[config.mk]
export PLATFORM = sky130hd
export DESIGN_NAME = odd_pipe
export DESIGN_NICKNAME = d
export VERILOG_FILES = /design/src/hw/odd_pipe_pkg.sv /design/src/hw/branch_unit.sv /design/src/hw/ls_addr_gen.sv /design/src/hw/odd_ctrl.sv /design/src/hw/odd_pipe.sv /design/src/hw/quad_permute.sv /design/src/hw/wb_pipe.sv
export VERILOG_INCLUDE_DIRS = /design/src /design/src/include
export SDC_FILE = /design/constraint.sdc
export NUM_CORES = 2
export LEC_CHECK = 0
export ABC_AREA = 1
export BUFFER_PORTS_ARGS = -buffer_cell sky130_fd_sc_hd__clkbuf_2
export CORE_AREA = 2 2 353 355
export DETAILED_ROUTE_END_ITERATION = 8
export DIE_AREA = 0 0 355 357
export PLACE_DENSITY = 0.61
export REMOVE_ABC_BUFFERS = 1
export SLEW_MARGIN = 20
export SYNTH_ARGS = -nofsm -noshare
export SYNTH_HDL_FRONTEND = slang
export SYNTH_SLANG_ARGS = --single-unit
[constraint.sdc]
create_clock -name clk -period 3.67 [get_ports clk]
set_clock_uncertainty 0.2 [all_clocks]
set_input_delay 0.734 -clock clk [delete_from_list [all_inputs] [get_ports clk]]
set_output_delay 0.734 -clock clk [all_outputs]
set_load 0.005 [all_outputs]
[src/include/odd_pipe_cfg.svh]
// Odd pipeline configuration
// Datapath widths, pipeline depth and address alignment shared by the
// odd-pipe RTL and its package

`ifndef ODD_PIPE_CFG_SVH
`define ODD_PIPE_CFG_SVH

// Register and word widths
`define ODD_QUAD_W      128
`define ODD_WORD_W      32
`define ODD_REG_ADDR_W  7

// Raw immediate field as carried with the instruction
`define ODD_IMM_W       18

// Issue to write-back and redirect latency
`define ODD_DEPTH       7

// Youngest stages killed by a taken branch
`define ODD_SQUASH      3

// Local store works on 16-byte quadwords
`define ODD_QW_ALIGN    4

// Instruction words are 4-byte aligned
`define ODD_BR_ALIGN    2

`endif

[src/hw/odd_pipe_pkg.sv]
// Odd pipeline package
// Opcodes, immediate views and the structs passed between the odd-pipe
// blocks. Bit 0 is the most significant bit throughout

`default_nettype none

package odd_pipe_pkg;

    `include "odd_pipe_cfg.svh"

    typedef logic [0:`ODD_QUAD_W-1]     quad_t;
    typedef logic [0:`ODD_WORD_W-1]     word_t;
    typedef logic [0:`ODD_REG_ADDR_W-1] reg_addr_t;

    typedef enum logic [4:0] {
        NOP,
        LOAD_QUADWORD_DFORM,
        LOAD_QUADWORD_AFORM,
        STORE_QUADWORD_DFORM,
        STORE_QUADWORD_AFORM,
        BRANCH_RELATIVE,
        BRANCH_ABSOLUTE,
        BRANCH_INDIRECT,
        BRANCH_RELATIVE_AND_SET_LINK,
        BRANCH_ABSOLUTE_AND_SET_LINK,
        BRANCH_IF_NOT_ZERO_WORD,
        BRANCH_IF_ZERO_WORD,
        BRANCH_IF_NOT_ZERO_HALFWORD,
        BRANCH_IF_ZERO_HALFWORD,
        SHIFT_LEFT_QUADWORD_BY_BITS,
        SHIFT_LEFT_QUADWORD_BY_BITS_IMMEDIATE,
        SHIFT_LEFT_QUADWORD_BY_BYTES,
        SHIFT_LEFT_QUADWORD_BY_BYTES_IMMEDIATE,
        ROTATE_QUADWORD_BY_BITS,
        ROTATE_QUADWORD_BY_BITS_IMMEDIATE,
        ROTATE_QUADWORD_BY_BYTES,
        ROTATE_QUADWORD_BY_BYTES_IMMEDIATE
    } odd_op_e;

    // A-form and branch view
    typedef struct packed {
        logic [0:`ODD_IMM_W-17] pad;
        logic [0:15]            bits;
    } imm16_t;

    // D-form view, the shifter takes its 7-bit count from the low end
    typedef struct packed {
        logic [0:`ODD_IMM_W-11] pad;
        logic [0:9]             bits;
    } imm10_t;

    typedef union packed {
        imm16_t i16;
        imm10_t i10;
    } imm_u;

    typedef enum logic [2:0] {
        NONE,
        LOAD,
        STORE,
        BRANCH,
        PERMUTE
    } op_class_e;

    typedef struct packed {
        odd_op_e   op;
        quad_t     ra;
        quad_t     rb;
        quad_t     rc;
        imm_u      imm;
        reg_addr_t rt_addr;
        word_t     pc;
    } odd_issue_t;

    typedef struct packed {
        logic      we;
        reg_addr_t addr;
        quad_t     data;
    } wb_t;

    typedef struct packed {
        logic  we;
        word_t addr;
        quad_t data;
    } ls_req_t;

    typedef struct packed {
        logic  flush;
        word_t pc;
    } redirect_t;

    typedef struct packed {
        logic  taken;
        word_t target;
        logic  link;
    } branch_res_t;

endpackage

`default_nettype wire

[src/hw/branch_unit.sv]
// Branch unit
// Evaluates branch conditions and computes the target PC for relative,
// absolute, indirect and conditional branches; flags link-setting forms

`timescale 1ns/1ps
`default_nettype none

`include "odd_pipe_cfg.svh"

module branch_unit (
    input  wire odd_pipe_pkg::odd_issue_t issue,
    output odd_pipe_pkg::branch_res_t     br
);
    import odd_pipe_pkg::*;

    localparam word_t BR_MASK = {{(`ODD_WORD_W-`ODD_BR_ALIGN){1'b1}}, {`ODD_BR_ALIGN{1'b0}}};

    word_t imm_sh;
    word_t rel_tgt;
    word_t seq_pc;
    logic  word_nz;
    logic  half_nz;

    assign imm_sh  = {{(`ODD_WORD_W-18){issue.imm.i16.bits[0]}}, issue.imm.i16.bits, 2'b00};
    assign rel_tgt = issue.pc + imm_sh;
    assign seq_pc  = issue.pc + word_t'(4);

    // Conditions look at the preferred word of rc
    assign word_nz = |issue.rc[0:31];
    assign half_nz = |issue.rc[16:31];

    always_comb begin
        br.taken  = 1'b0;
        br.target = seq_pc;
        br.link   = 1'b0;
        case (issue.op)
            BRANCH_RELATIVE: begin
                br.taken  = 1'b1;
                br.target = rel_tgt;
            end
            BRANCH_ABSOLUTE: begin
                br.taken  = 1'b1;
                br.target = imm_sh;
            end
            BRANCH_INDIRECT: begin
                br.taken  = 1'b1;
                br.target = issue.ra[0:`ODD_WORD_W-1] & BR_MASK;
            end
            BRANCH_RELATIVE_AND_SET_LINK: begin
                br.taken  = 1'b1;
                br.target = rel_tgt;
                br.link   = 1'b1;
            end
            BRANCH_ABSOLUTE_AND_SET_LINK: begin
                br.taken  = 1'b1;
                br.target = imm_sh;
                br.link   = 1'b1;
            end
            BRANCH_IF_NOT_ZERO_WORD:     br.taken = word_nz;
            BRANCH_IF_ZERO_WORD:         br.taken = !word_nz;
            BRANCH_IF_NOT_ZERO_HALFWORD: br.taken = half_nz;
            BRANCH_IF_ZERO_HALFWORD:     br.taken = !half_nz;
            default: ;
        endcase
        // Taken conditionals go to the aligned relative target
        if (br.taken && (issue.op inside {BRANCH_IF_NOT_ZERO_WORD, BRANCH_IF_ZERO_WORD,
                BRANCH_IF_NOT_ZERO_HALFWORD, BRANCH_IF_ZERO_HALFWORD})) begin
            br.target = rel_tgt & BR_MASK;
        end
    end

endmodule

`default_nettype wire

[src/hw/ls_addr_gen.sv]
// Local-store address generator
// Forms the quadword-aligned address for D-form and A-form loads and
// stores, and the write request for stores

`timescale 1ns/1ps
`default_nettype none

`include "odd_pipe_cfg.svh"

module ls_addr_gen (
    input  wire odd_pipe_pkg::odd_issue_t issue,
    output odd_pipe_pkg::ls_req_t         ls_req
);
    import odd_pipe_pkg::*;

    word_t d_off;
    word_t a_off;
    word_t raw_addr;
    logic  a_form;
    logic  store;

    // Immediate scaled to quadwords for D-form, to words for A-form
    assign d_off = {{(`ODD_WORD_W-10-`ODD_QW_ALIGN){issue.imm.i10.bits[0]}},
                    issue.imm.i10.bits, {`ODD_QW_ALIGN{1'b0}}};
    assign a_off = {{(`ODD_WORD_W-18){issue.imm.i16.bits[0]}}, issue.imm.i16.bits, 2'b00};

    assign a_form = (issue.op == LOAD_QUADWORD_AFORM) || (issue.op == STORE_QUADWORD_AFORM);
    assign store  = (issue.op == STORE_QUADWORD_DFORM) || (issue.op == STORE_QUADWORD_AFORM);

    assign raw_addr = a_form ? a_off : issue.ra[0:`ODD_WORD_W-1] + d_off;

    assign ls_req.we   = store;
    assign ls_req.addr = {raw_addr[0:`ODD_WORD_W-`ODD_QW_ALIGN-1], {`ODD_QW_ALIGN{1'b0}}};
    assign ls_req.data = issue.rc;

endmodule

`default_nettype wire

[src/hw/odd_ctrl.sv]
// Odd pipeline control
// Classifies the issued opcode, forms the write-back word of the issue
// cycle and delays taken-branch redirects to the end of the pipe.
// The redirect flush also drives squash for the write-back pipe

`timescale 1ns/1ps
`default_nettype none

`include "odd_pipe_cfg.svh"

module odd_ctrl (
    input  wire logic                        clk,
    input  wire logic                        rst,
    input  wire odd_pipe_pkg::odd_issue_t    issue,
    input  wire odd_pipe_pkg::quad_t         ls_rdata,
    input  wire odd_pipe_pkg::branch_res_t   br,
    input  wire odd_pipe_pkg::quad_t         perm_result,
    output odd_pipe_pkg::wb_t                wb_in,
    output logic                             squash,
    output odd_pipe_pkg::redirect_t          redirect
);
    import odd_pipe_pkg::*;

    op_class_e             op_class;
    word_t                 link_word;
    logic [1:`ODD_DEPTH]   flush_q;
    word_t                 pc_q [1:`ODD_DEPTH];

    always_comb begin
        case (issue.op)
            LOAD_QUADWORD_DFORM, LOAD_QUADWORD_AFORM:   op_class = LOAD;
            STORE_QUADWORD_DFORM, STORE_QUADWORD_AFORM: op_class = STORE;
            BRANCH_RELATIVE, BRANCH_ABSOLUTE, BRANCH_INDIRECT,
            BRANCH_RELATIVE_AND_SET_LINK, BRANCH_ABSOLUTE_AND_SET_LINK,
            BRANCH_IF_NOT_ZERO_WORD, BRANCH_IF_ZERO_WORD,
            BRANCH_IF_NOT_ZERO_HALFWORD, BRANCH_IF_ZERO_HALFWORD:
                op_class = BRANCH;
            SHIFT_LEFT_QUADWORD_BY_BITS, SHIFT_LEFT_QUADWORD_BY_BITS_IMMEDIATE,
            SHIFT_LEFT_QUADWORD_BY_BYTES, SHIFT_LEFT_QUADWORD_BY_BYTES_IMMEDIATE,
            ROTATE_QUADWORD_BY_BITS, ROTATE_QUADWORD_BY_BITS_IMMEDIATE,
            ROTATE_QUADWORD_BY_BYTES, ROTATE_QUADWORD_BY_BYTES_IMMEDIATE:
                op_class = PERMUTE;
            default: op_class = NONE;
        endcase
    end

    // Link value lands in the preferred word
    assign link_word = issue.pc + word_t'(4);

    always_comb begin
        wb_in.addr = issue.rt_addr;
        wb_in.we   = (op_class == LOAD) || (op_class == PERMUTE) ||
                     ((op_class == BRANCH) && br.link);
        case (op_class)
            LOAD:    wb_in.data = ls_rdata;
            BRANCH:  wb_in.data = {link_word, {(`ODD_QUAD_W-`ODD_WORD_W){1'b0}}};
            PERMUTE: wb_in.data = perm_result;
            default: wb_in.data = '0;
        endcase
    end

    // Redirect delay line, the issue slot plus the youngest stages die on flush
    always_ff @(posedge clk) begin
        if (rst) begin
            flush_q <= '0;
        end else begin
            flush_q[1] <= br.taken && !squash;
            for (int i = 2; i <= `ODD_DEPTH; i++) begin
                flush_q[i] <= flush_q[i-1] && !(squash && (i <= `ODD_SQUASH + 1));
            end
        end
    end

    always_ff @(posedge clk) begin
        pc_q[1] <= br.target;
        for (int i = 2; i <= `ODD_DEPTH; i++) begin
            pc_q[i] <= pc_q[i-1];
        end
    end

    assign redirect = '{flush: flush_q[`ODD_DEPTH], pc: pc_q[`ODD_DEPTH]};
    assign squash   = redirect.flush;

    // One-cycle flush pulse per taken branch
    a_flush_pulse: assert property (@(posedge clk) disable iff (rst)
        redirect.flush |=> !redirect.flush);

endmodule

`default_nettype wire

[src/hw/odd_pipe.sv]
// Odd pipeline top level
// Loads and stores, branches and quadword permutes of an SPU-style core,
// joined to a fixed-depth write-back and redirect pipe

`timescale 1ns/1ps
`default_nettype none

module odd_pipe (
    input  wire logic                     clk,
    input  wire logic                     rst,
    input  wire odd_pipe_pkg::odd_issue_t issue,
    input  wire odd_pipe_pkg::quad_t      ls_rdata,
    output odd_pipe_pkg::ls_req_t         ls_req,
    output odd_pipe_pkg::wb_t             wb,
    output odd_pipe_pkg::redirect_t       redirect
);
    import odd_pipe_pkg::*;

    branch_res_t br;
    quad_t       perm_result;
    wb_t         wb_in;
    logic        squash;

    odd_ctrl i_odd_ctrl (
        .clk         (clk),
        .rst         (rst),
        .issue       (issue),
        .ls_rdata    (ls_rdata),
        .br          (br),
        .perm_result (perm_result),
        .wb_in       (wb_in),
        .squash      (squash),
        .redirect    (redirect)
    );

    ls_addr_gen i_ls_addr_gen (
        .issue  (issue),
        .ls_req (ls_req)
    );

    branch_unit i_branch_unit (
        .issue (issue),
        .br    (br)
    );

    quad_permute i_quad_permute (
        .issue  (issue),
        .result (perm_result)
    );

    wb_pipe i_wb_pipe (
        .clk    (clk),
        .rst    (rst),
        .wb_in  (wb_in),
        .squash (squash),
        .wb     (wb)
    );

endmodule

`default_nettype wire

[src/hw/quad_permute.sv]
// Quadword permute unit
// Shift left and rotate left of a full quadword by bits or bytes,
// with the count from rb or the immediate, on a log shifter

`timescale 1ns/1ps
`default_nettype none

`include "odd_pipe_cfg.svh"

module quad_permute (
    input  wire odd_pipe_pkg::odd_issue_t issue,
    output odd_pipe_pkg::quad_t           result
);
    import odd_pipe_pkg::*;

    localparam int SH_W = $clog2(`ODD_QUAD_W);

    logic [0:6]      imm7;
    logic [0:2]      bit_cnt;
    logic [0:4]      byte_cnt;
    logic [SH_W-1:0] amt;
    logic            use_imm;
    logic            by_bytes;
    logic            rotate;

    function automatic quad_t log_shift(quad_t v, logic [SH_W-1:0] n, logic rot);
        quad_t r;
        r = v;
        for (int j = 0; j < SH_W; j++) begin
            if (n[j]) begin
                r = rot ? ((r << (1 << j)) | (r >> (`ODD_QUAD_W - (1 << j))))
                        : (r << (1 << j));
            end
        end
        return r;
    endfunction

    always_comb begin
        use_imm  = 1'b0;
        by_bytes = 1'b0;
        rotate   = 1'b0;
        case (issue.op)
            SHIFT_LEFT_QUADWORD_BY_BITS_IMMEDIATE: use_imm = 1'b1;
            SHIFT_LEFT_QUADWORD_BY_BYTES:          by_bytes = 1'b1;
            SHIFT_LEFT_QUADWORD_BY_BYTES_IMMEDIATE: begin
                use_imm  = 1'b1;
                by_bytes = 1'b1;
            end
            ROTATE_QUADWORD_BY_BITS:               rotate = 1'b1;
            ROTATE_QUADWORD_BY_BITS_IMMEDIATE: begin
                use_imm = 1'b1;
                rotate  = 1'b1;
            end
            ROTATE_QUADWORD_BY_BYTES: begin
                by_bytes = 1'b1;
                rotate   = 1'b1;
            end
            ROTATE_QUADWORD_BY_BYTES_IMMEDIATE: begin
                use_imm  = 1'b1;
                by_bytes = 1'b1;
                rotate   = 1'b1;
            end
            default: ;
        endcase
    end

    assign imm7     = issue.imm.i10.bits[3:9];
    assign bit_cnt  = use_imm ? imm7[4:6] : issue.rb[29:31];
    assign byte_cnt = use_imm ? imm7[2:6] : issue.rb[27:31];

    // Byte counts below 16 scale to a bit count
    assign amt = by_bytes ? {byte_cnt[1:4], 3'b000} : {4'b0000, bit_cnt};

    assign result = (by_bytes && byte_cnt[0]) ? '0 : log_shift(issue.ra, amt, rotate);

endmodule

`default_nettype wire

[src/hw/wb_pipe.sv]
// Write-back pipeline
// Carries each result through the fixed-depth odd pipe to the register
// file; a squash kills the incoming entry and the youngest stages

`timescale 1ns/1ps
`default_nettype none

`include "odd_pipe_cfg.svh"

module wb_pipe (
    input  wire logic              clk,
    input  wire logic              rst,
    input  wire odd_pipe_pkg::wb_t wb_in,
    input  wire logic              squash,
    output odd_pipe_pkg::wb_t      wb
);
    import odd_pipe_pkg::*;

    logic [1:`ODD_DEPTH] we_q;
    reg_addr_t           addr_q [1:`ODD_DEPTH];
    quad_t               data_q [1:`ODD_DEPTH];

    always_ff @(posedge clk) begin
        if (rst) begin
            we_q <= '0;
        end else begin
            we_q[1] <= wb_in.we && !squash;
            for (int i = 2; i <= `ODD_DEPTH; i++) begin
                // Older stages keep moving during a squash
                we_q[i] <= we_q[i-1] && !(squash && (i <= `ODD_SQUASH + 1));
            end
        end
    end

    always_ff @(posedge clk) begin
        addr_q[1] <= wb_in.addr;
        data_q[1] <= wb_in.data;
        for (int i = 2; i <= `ODD_DEPTH; i++) begin
            addr_q[i] <= addr_q[i-1];
            data_q[i] <= data_q[i-1];
        end
    end

    assign wb = '{we: we_q[`ODD_DEPTH], addr: addr_q[`ODD_DEPTH], data: data_q[`ODD_DEPTH]};

    a_we_after_rst: assert property (@(posedge clk) rst |=> !wb.we);

endmodule

`default_nettype wire

**After elaboration in Yosys (flattened, before gate mapping)**

Memory sizes are Yosys's and may differ from the RTL's.
Cells that the tools add are included.

- Flip-flop bits (word level): 14
- Latch bits: 0
- Memory bits (writable): 1169
- ROM bits: 96
- Word-level logic and storage cells: 93
- Memories kept: 4

Memories:

| memory | words | width | read ports | clocked after memory_dff | wr ports | line | text |
|---|---|---|---|---|---|---|---|
| i_wb_pipe.data_q | 7 | 128 | 7 | 0 | 7 | wb_pipe.sv:21 | `` quad_t data_q [1:`ODD_DEPTH]; `` |
| i_odd_ctrl.pc_q | 7 | 32 | 7 | 0 | 7 | odd_ctrl.sv:27 | `` word_t pc_q [1:`ODD_DEPTH]; `` |
| (name not given) | 32 | 3 | 1 | 0 | 0 | odd_ctrl.sv:30 | `case (issue.op)` |
| i_wb_pipe.addr_q | 7 | 7 | 7 | 0 | 7 | wb_pipe.sv:20 | `` reg_addr_t addr_q [1:`ODD_DEPTH]; `` |

- $add $sub $neg: 3
- $mul: 0
- Div/mod/pow operators: 0
- Magnitude comparators: 0
- Eq/ne operators: 22
- Shift operators: 0
- Mux-type cells: 27
- Bitwise operators: 7
- Reductions and logical operators: 28

Operators by type and width:

| cell | count |
|---|---|
| $mux W128 | 15 |
| $pmux W128 S3 | 1 |
| $or A128 B1 Y128 | 1 |
| $or A128 B16 Y128 | 1 |
| $or A128 B2 Y128 | 1 |
| $or A128 B32 Y128 | 1 |
| $or A128 B4 Y128 | 1 |
| $or A128 B64 Y128 | 1 |
| $or A128 B8 Y128 | 1 |
| $pmux W32 S3 | 1 |
| $add A32 B32 Y32 | 2 |
| $mux W32 | 2 |
| $eq A5 B4 Y1 const B | 7 |
| $add A32 B3 Y32 const B | 1 |
| $reduce_or A32 Y1 | 1 |
| $eq A5 B5 Y1 const B | 6 |
| $eq A5 B3 Y1 const B | 4 |
| $reduce_or A16 Y1 | 1 |
| $reduce_or A4 Y1 | 3 |
| $logic_and A1 B1 Y1 | 11 |
| $eq A5 B2 Y1 const B | 2 |
| $mux W7 | 1 |
| $reduce_or A2 Y1 | 3 |
| $mux W5 | 1 |
| 10 further kinds | 18 |

**Longest topological paths before layout**

- Depth in word-level cells: 26
- Mapped depth: 25

**By module**

A second synthesis with hierarchy kept.

- Cell total of the unflattened synthesis: 6283
- Area, all modules: 47458.0 um2

By module, submodules not included:

| module | instances | cells an instance | area an instance (um2) |
|---|---|---|---|
| wb_pipe | 1 | 968 | 19123.3 |
| quad_permute | 1 | 2930 | 13449.1 |
| odd_ctrl | 1 | 917 | 7475.9 |
| branch_unit | 1 | 840 | 4081.4 |
| ls_addr_gen | 1 | 628 | 3328.2 |

**Worst setup path after synthesis**

OpenSTA, ideal clock, no wires.

- Path type: input to output
- Start: in issue[41] (netlist name)
- End: out ls_req[153] (netlist name)
- Arrival: 2.650 ns
- Required time: 2.736 ns
- Slack: 0.086 ns
- Stages on the path: 13
- Path through: ha_1 > nand3_1 > nand2_1 > nand2_1 > nand2_1 > a21oi_1 > o21ai_0 > a21oi_1 > o21ai_0 > a21oi_1 > or2_2 > nand3_1 > nand2_1

RTL lines:

| element | line | text |
|---|---|---|
| start, declared | odd_pipe.sv:11 | `input wire odd_pipe_pkg::odd_issue_t issue,` |
| end, declared | odd_pipe.sv:13 | `output odd_pipe_pkg::ls_req_t ls_req,` |

==> impl_metrics.json <==
{
  "status": "complete, but fails checks",
  "violations": "setup timing",
  "timing.final.ws_setup_ns": -0.103,
  "drt_pass1_iterations": 8,
  "vias": 41412,
  "final_max_slew_viol_count": 0,
  "drv_cap": 0,
  "yosysMostFrequentCell": "nand3_1",
  "critPathCaptureType": "output port",
  "hpwlAfterDp_um": 160000,
  "synthFlopType": "dfxtp_1",
  "p_sw_w": 0.00924,
  "synth-compound-area-share_pct": 3.47,
  "cp_max_fo": 3,
  "multiInputGateArea_um2": 17500,
  "drt_iter0_drc": 4964,
  "h-tree-depth": 3,
  "avgRoutedWirePerCell_um": 24.7,
  "period_needed_ns": 3.77,
  "worstMarginPinSlew_ns": 0.935,
  "startpoint_type": "input port",
  "ys_seq_area_share_pct": 54.3,
  "syn_avg_cell_area_um2": 8.12,
  "vdd_ir_drop_max_v": 0.000430,
  "clk_pin_slew_worst_paths_ns": 0.06,
  "rows": 129,
  "synth.cell_area_um2": 43600,
  "start_util_pct": 35.5,
  "first_global_vias": 38045,
  "synth_fa_ha_area_share_pct": 1.84,
  "regArea_um2": 23700,
  "gp_congestion": 1.00,
  "grt-ovfl-total": 0,
  "p_sw_share_pct": 28.3,
  "fill_cells": 12185,
  "setup_viol": 14,
  "hold_viol": 0,
  "fin_nets": 6969,
  "die-area_um2": 127000,
  "power.leakage_nw": 27.2,
  "async_flop_share_pct": 0,
  "hold_path.class": "input port to flop",
  "power_density_nw_per_um2": 576,
  "grt_max_degree": 69,
  "drc": 0,
  "cellInternalPower_w": 0.0234,
  "ys_ff_latch": 1183,
  "path_cells": "buf_4, ha_4, inv_2, fa_2, o21ai_4, nand2_2, nand2_2, a21o_4, buf_4, a21oi_4, inv_1, a21oi_2, buf_4, xor2_1, o21ai_0, clkbuf_2",
  "p_clk_share_pct": 34.1,
  "cts_root_buf": "clkbuf_16",
  "crit_type": "input port to output port",
  "fmaxAchievable_mhz": 265,
  "synthDistinctLibCells": 51,
  "fp.dieH_um": 357,
  "cpMostUsedCell": "buf_4",
  "rsz0062_at_grt": "yes",
  "synthSimpleGateAreaFrac_pct": 32.2,
  "synthTopCellsByCount": "nand3_1 (1494), nand2_1 (1407), dfxtp_1 (1183), inv_1 (225), nor2_1 (147)",
  "combPwrFrac_pct": 19.4,
  "ys_warn_count": 0,
  "portBuffers": 584,
  "synth_edf_count": 0,
  "cp.arrival_ns": 2.84,
  "synth_area_leader_cell": "dfxtp_1",
  "synth.area.top_cells": "dfxtp_1 (54%), nand3_1 (17%), nand2_1 (12%)",
  "synth_top_family_by_area": "simple AND/OR/NAND/NOR gates",
  "routed_via_density": 5.13,
  "synth_xor_xnor_area_share_pct": 1.10,
  "io_pins": 906,
  "grt_pass1_wl_um": 275000,
  "track_usage_pct": 30.4,
  "cts_buffers": 106,
  "cp.required_ns": 2.74,
  "muxShareOfSynthArea_pct": 0,
  "slew_headroom_pct": 37.6,
  "clk_latency_ns": 0.73,
  "antenna_found_initial": 23,
  "fp.coreArea_um2": 123000,
  "wirelength_um": 199000,
  "cts_tree": "yes",
  "power_frac_seq_pct": 46.5,
  "fp.dieW_um": 355,
  "clk_path_buf_depth": 3,
  "critPathMaxStageDelay_ns": 0.36,
  "netlist_instances": 5374,
  "postLayoutCoreUtil_pct": 46.1,
  "final_layout_size_suffix_gt1_share_pct": 23.5,
  "finalCritPeriodShare_pct": 103,
  "ant_nets": 0,
  "cp_slowest_cell": "fa_2",
  "syn_to_final_growth_pct": 29.9,
  "timing.setup.tns_ns": -0.846,
  "synth_top_area_share_pct": 54.3,
  "clock-sinks": 1183
}
power by group through the flow:
stage,sequential [W],combinational [W],clock (W)
global placement,0.0154,0.00595,0
floorplan,0.0153,0.00283,0
CTS,0.0152,0.00613,0.0114
detailed placement,0.0155,0.00594,0
global route,0.0153,0.00683,0.0119
finish,0.0152,0.00634,0.0111
area by class of cell:
| cell class | count | share of cell area, % |
|---|---|---|
| flip-flops and latches | 1183 | 41.8 |
| multi-input cells | 3553 | 30.9 |
| repair buffers | 1247 | 15.6 |
| clock buffers | 150 | 5.35 |
| well taps | 1637 | 3.61 |
| inverters | 239 | 1.60 |
| clock inverters | 47 | 1.02 |
| diodes | 16 | 0.0707 |
metal layers:
metal | vias to the layer above | track usage (%) | part of all wire (%)
met3 | 315 | 12.7 | 13
met1 | 19146 | 42.5 | 45
met2 | 2299 | 41.2 | 39
met5 | - | 5.41 | 0.55
met4 | 32 | 10.0 | 3.4
li1 | 19620 | - | -
sequential cells by signal, summed over array words and instances (netlist names):
signal,count
i_odd_ctrl.pc_q,224
i_odd_ctrl.flush_q,7
i_wb_pipe.data_q,896
i_wb_pipe.we_q,7
i_wb_pipe.addr_q,49
cells in the final DEF, fill, tap and decap left out, drive strengths merged, types with 2 or more instances in the layout:
| master | n |
|---|---|
| a211oi | 2 |
| a21boi | 3 |
| a21o | 6 |
| a21oi | 96 |
| a221oi | 3 |
| a22o | 3 |
| a22oi | 5 |
| a31oi | 8 |
| buf | 618 |
| bufinv | 7 |
| clkbuf | 721 |
| clkinv | 32 |
| clkinvlp | 8 |
| conb | 4 |
| dfxtp | 1183 |
| diode | 16 |
| dlygate4sd3 | 58 |
| fa | 2 |
| ha | 61 |
| inv | 239 |
| nand2 | 1412 |
| nand3 | 1497 |
| nand3b | 10 |
| nand4 | 42 |
| nor2 | 153 |
| nor3 | 13 |
| nor3b | 2 |
| nor4 | 11 |
| o211ai | 8 |
| o21a | 3 |
| o21ai | 104 |
| o21bai | 7 |
| o221ai | 4 |
| o22ai | 10 |
| o31ai | 2 |
| or2 | 23 |
| xnor2 | 22 |
| xor2 | 33 |
path summary, 6_finish.rpt:
| kind | from | endpoint | slack (ns) | depth (start not counted) |
|---|---|---|---|---|
| worst max-delay path | issue[39] | ls_req[150] | -0.10 | 16 |
| worst min-delay path | ls_rdata[34] | i_wb_pipe.data_q[1][34]$_DFF_P_ | 0.04 | 3 |
| worst max register to register | i_odd_ctrl.flush_q[7]$_SDFF_PP0_ | i_wb_pipe.we_q[4]$_SDFF_PP0_ | 2.69 | 3 |
| worst min register to register | i_wb_pipe.data_q[3][38]$_DFF_P_ | i_wb_pipe.data_q[4][38]$_DFF_P_ | 0.09 | 0 |
critical path: cells and delay by family:
family	cells	cell delay, ns
AND/OR/NAND/NOR	2	0.17
adder cells (fa/ha/maj)	2	0.49
AO/OA/AOI/OAI	5	0.65
buffers and inverters	6	0.66
XOR/XNOR	1	0.13
stage by stage:
stage               instance area (um2)  hold slack, ns  power (W)  setup slack [ns]  instances
global route                      56600          0.0284     0.0341            -0.188       8059
CTS                               56300         0.00208     0.0327           -0.0755       8047
floorplan                         41500           0.110     0.0181             -7.11       4975
global placement                  51500           0.110     0.0214            -0.710       7777
detailed placement                51500           0.112     0.0214            -0.666       7777
finish                            56700          0.0417     0.0326            -0.103       8072
kinds of logic after synthesis:
family,Yosys count
xor gates and xnor gates,55
DFF,1183
buffers and inverters,641
and+or+nand+nor,3163
other,1
AOI/OAI and AO/OA,268
adders and majority gates,63
what timing repair did:
action,CTS,global route
resized for setup,98,68
setup endpoints to repair,22,21
hold buffers,58,0
pin swaps,23,32
buffers inserted,18,9
endpoints found under the hold margin,58,0
Note: power is estimated with default switching activity, not from simulation.
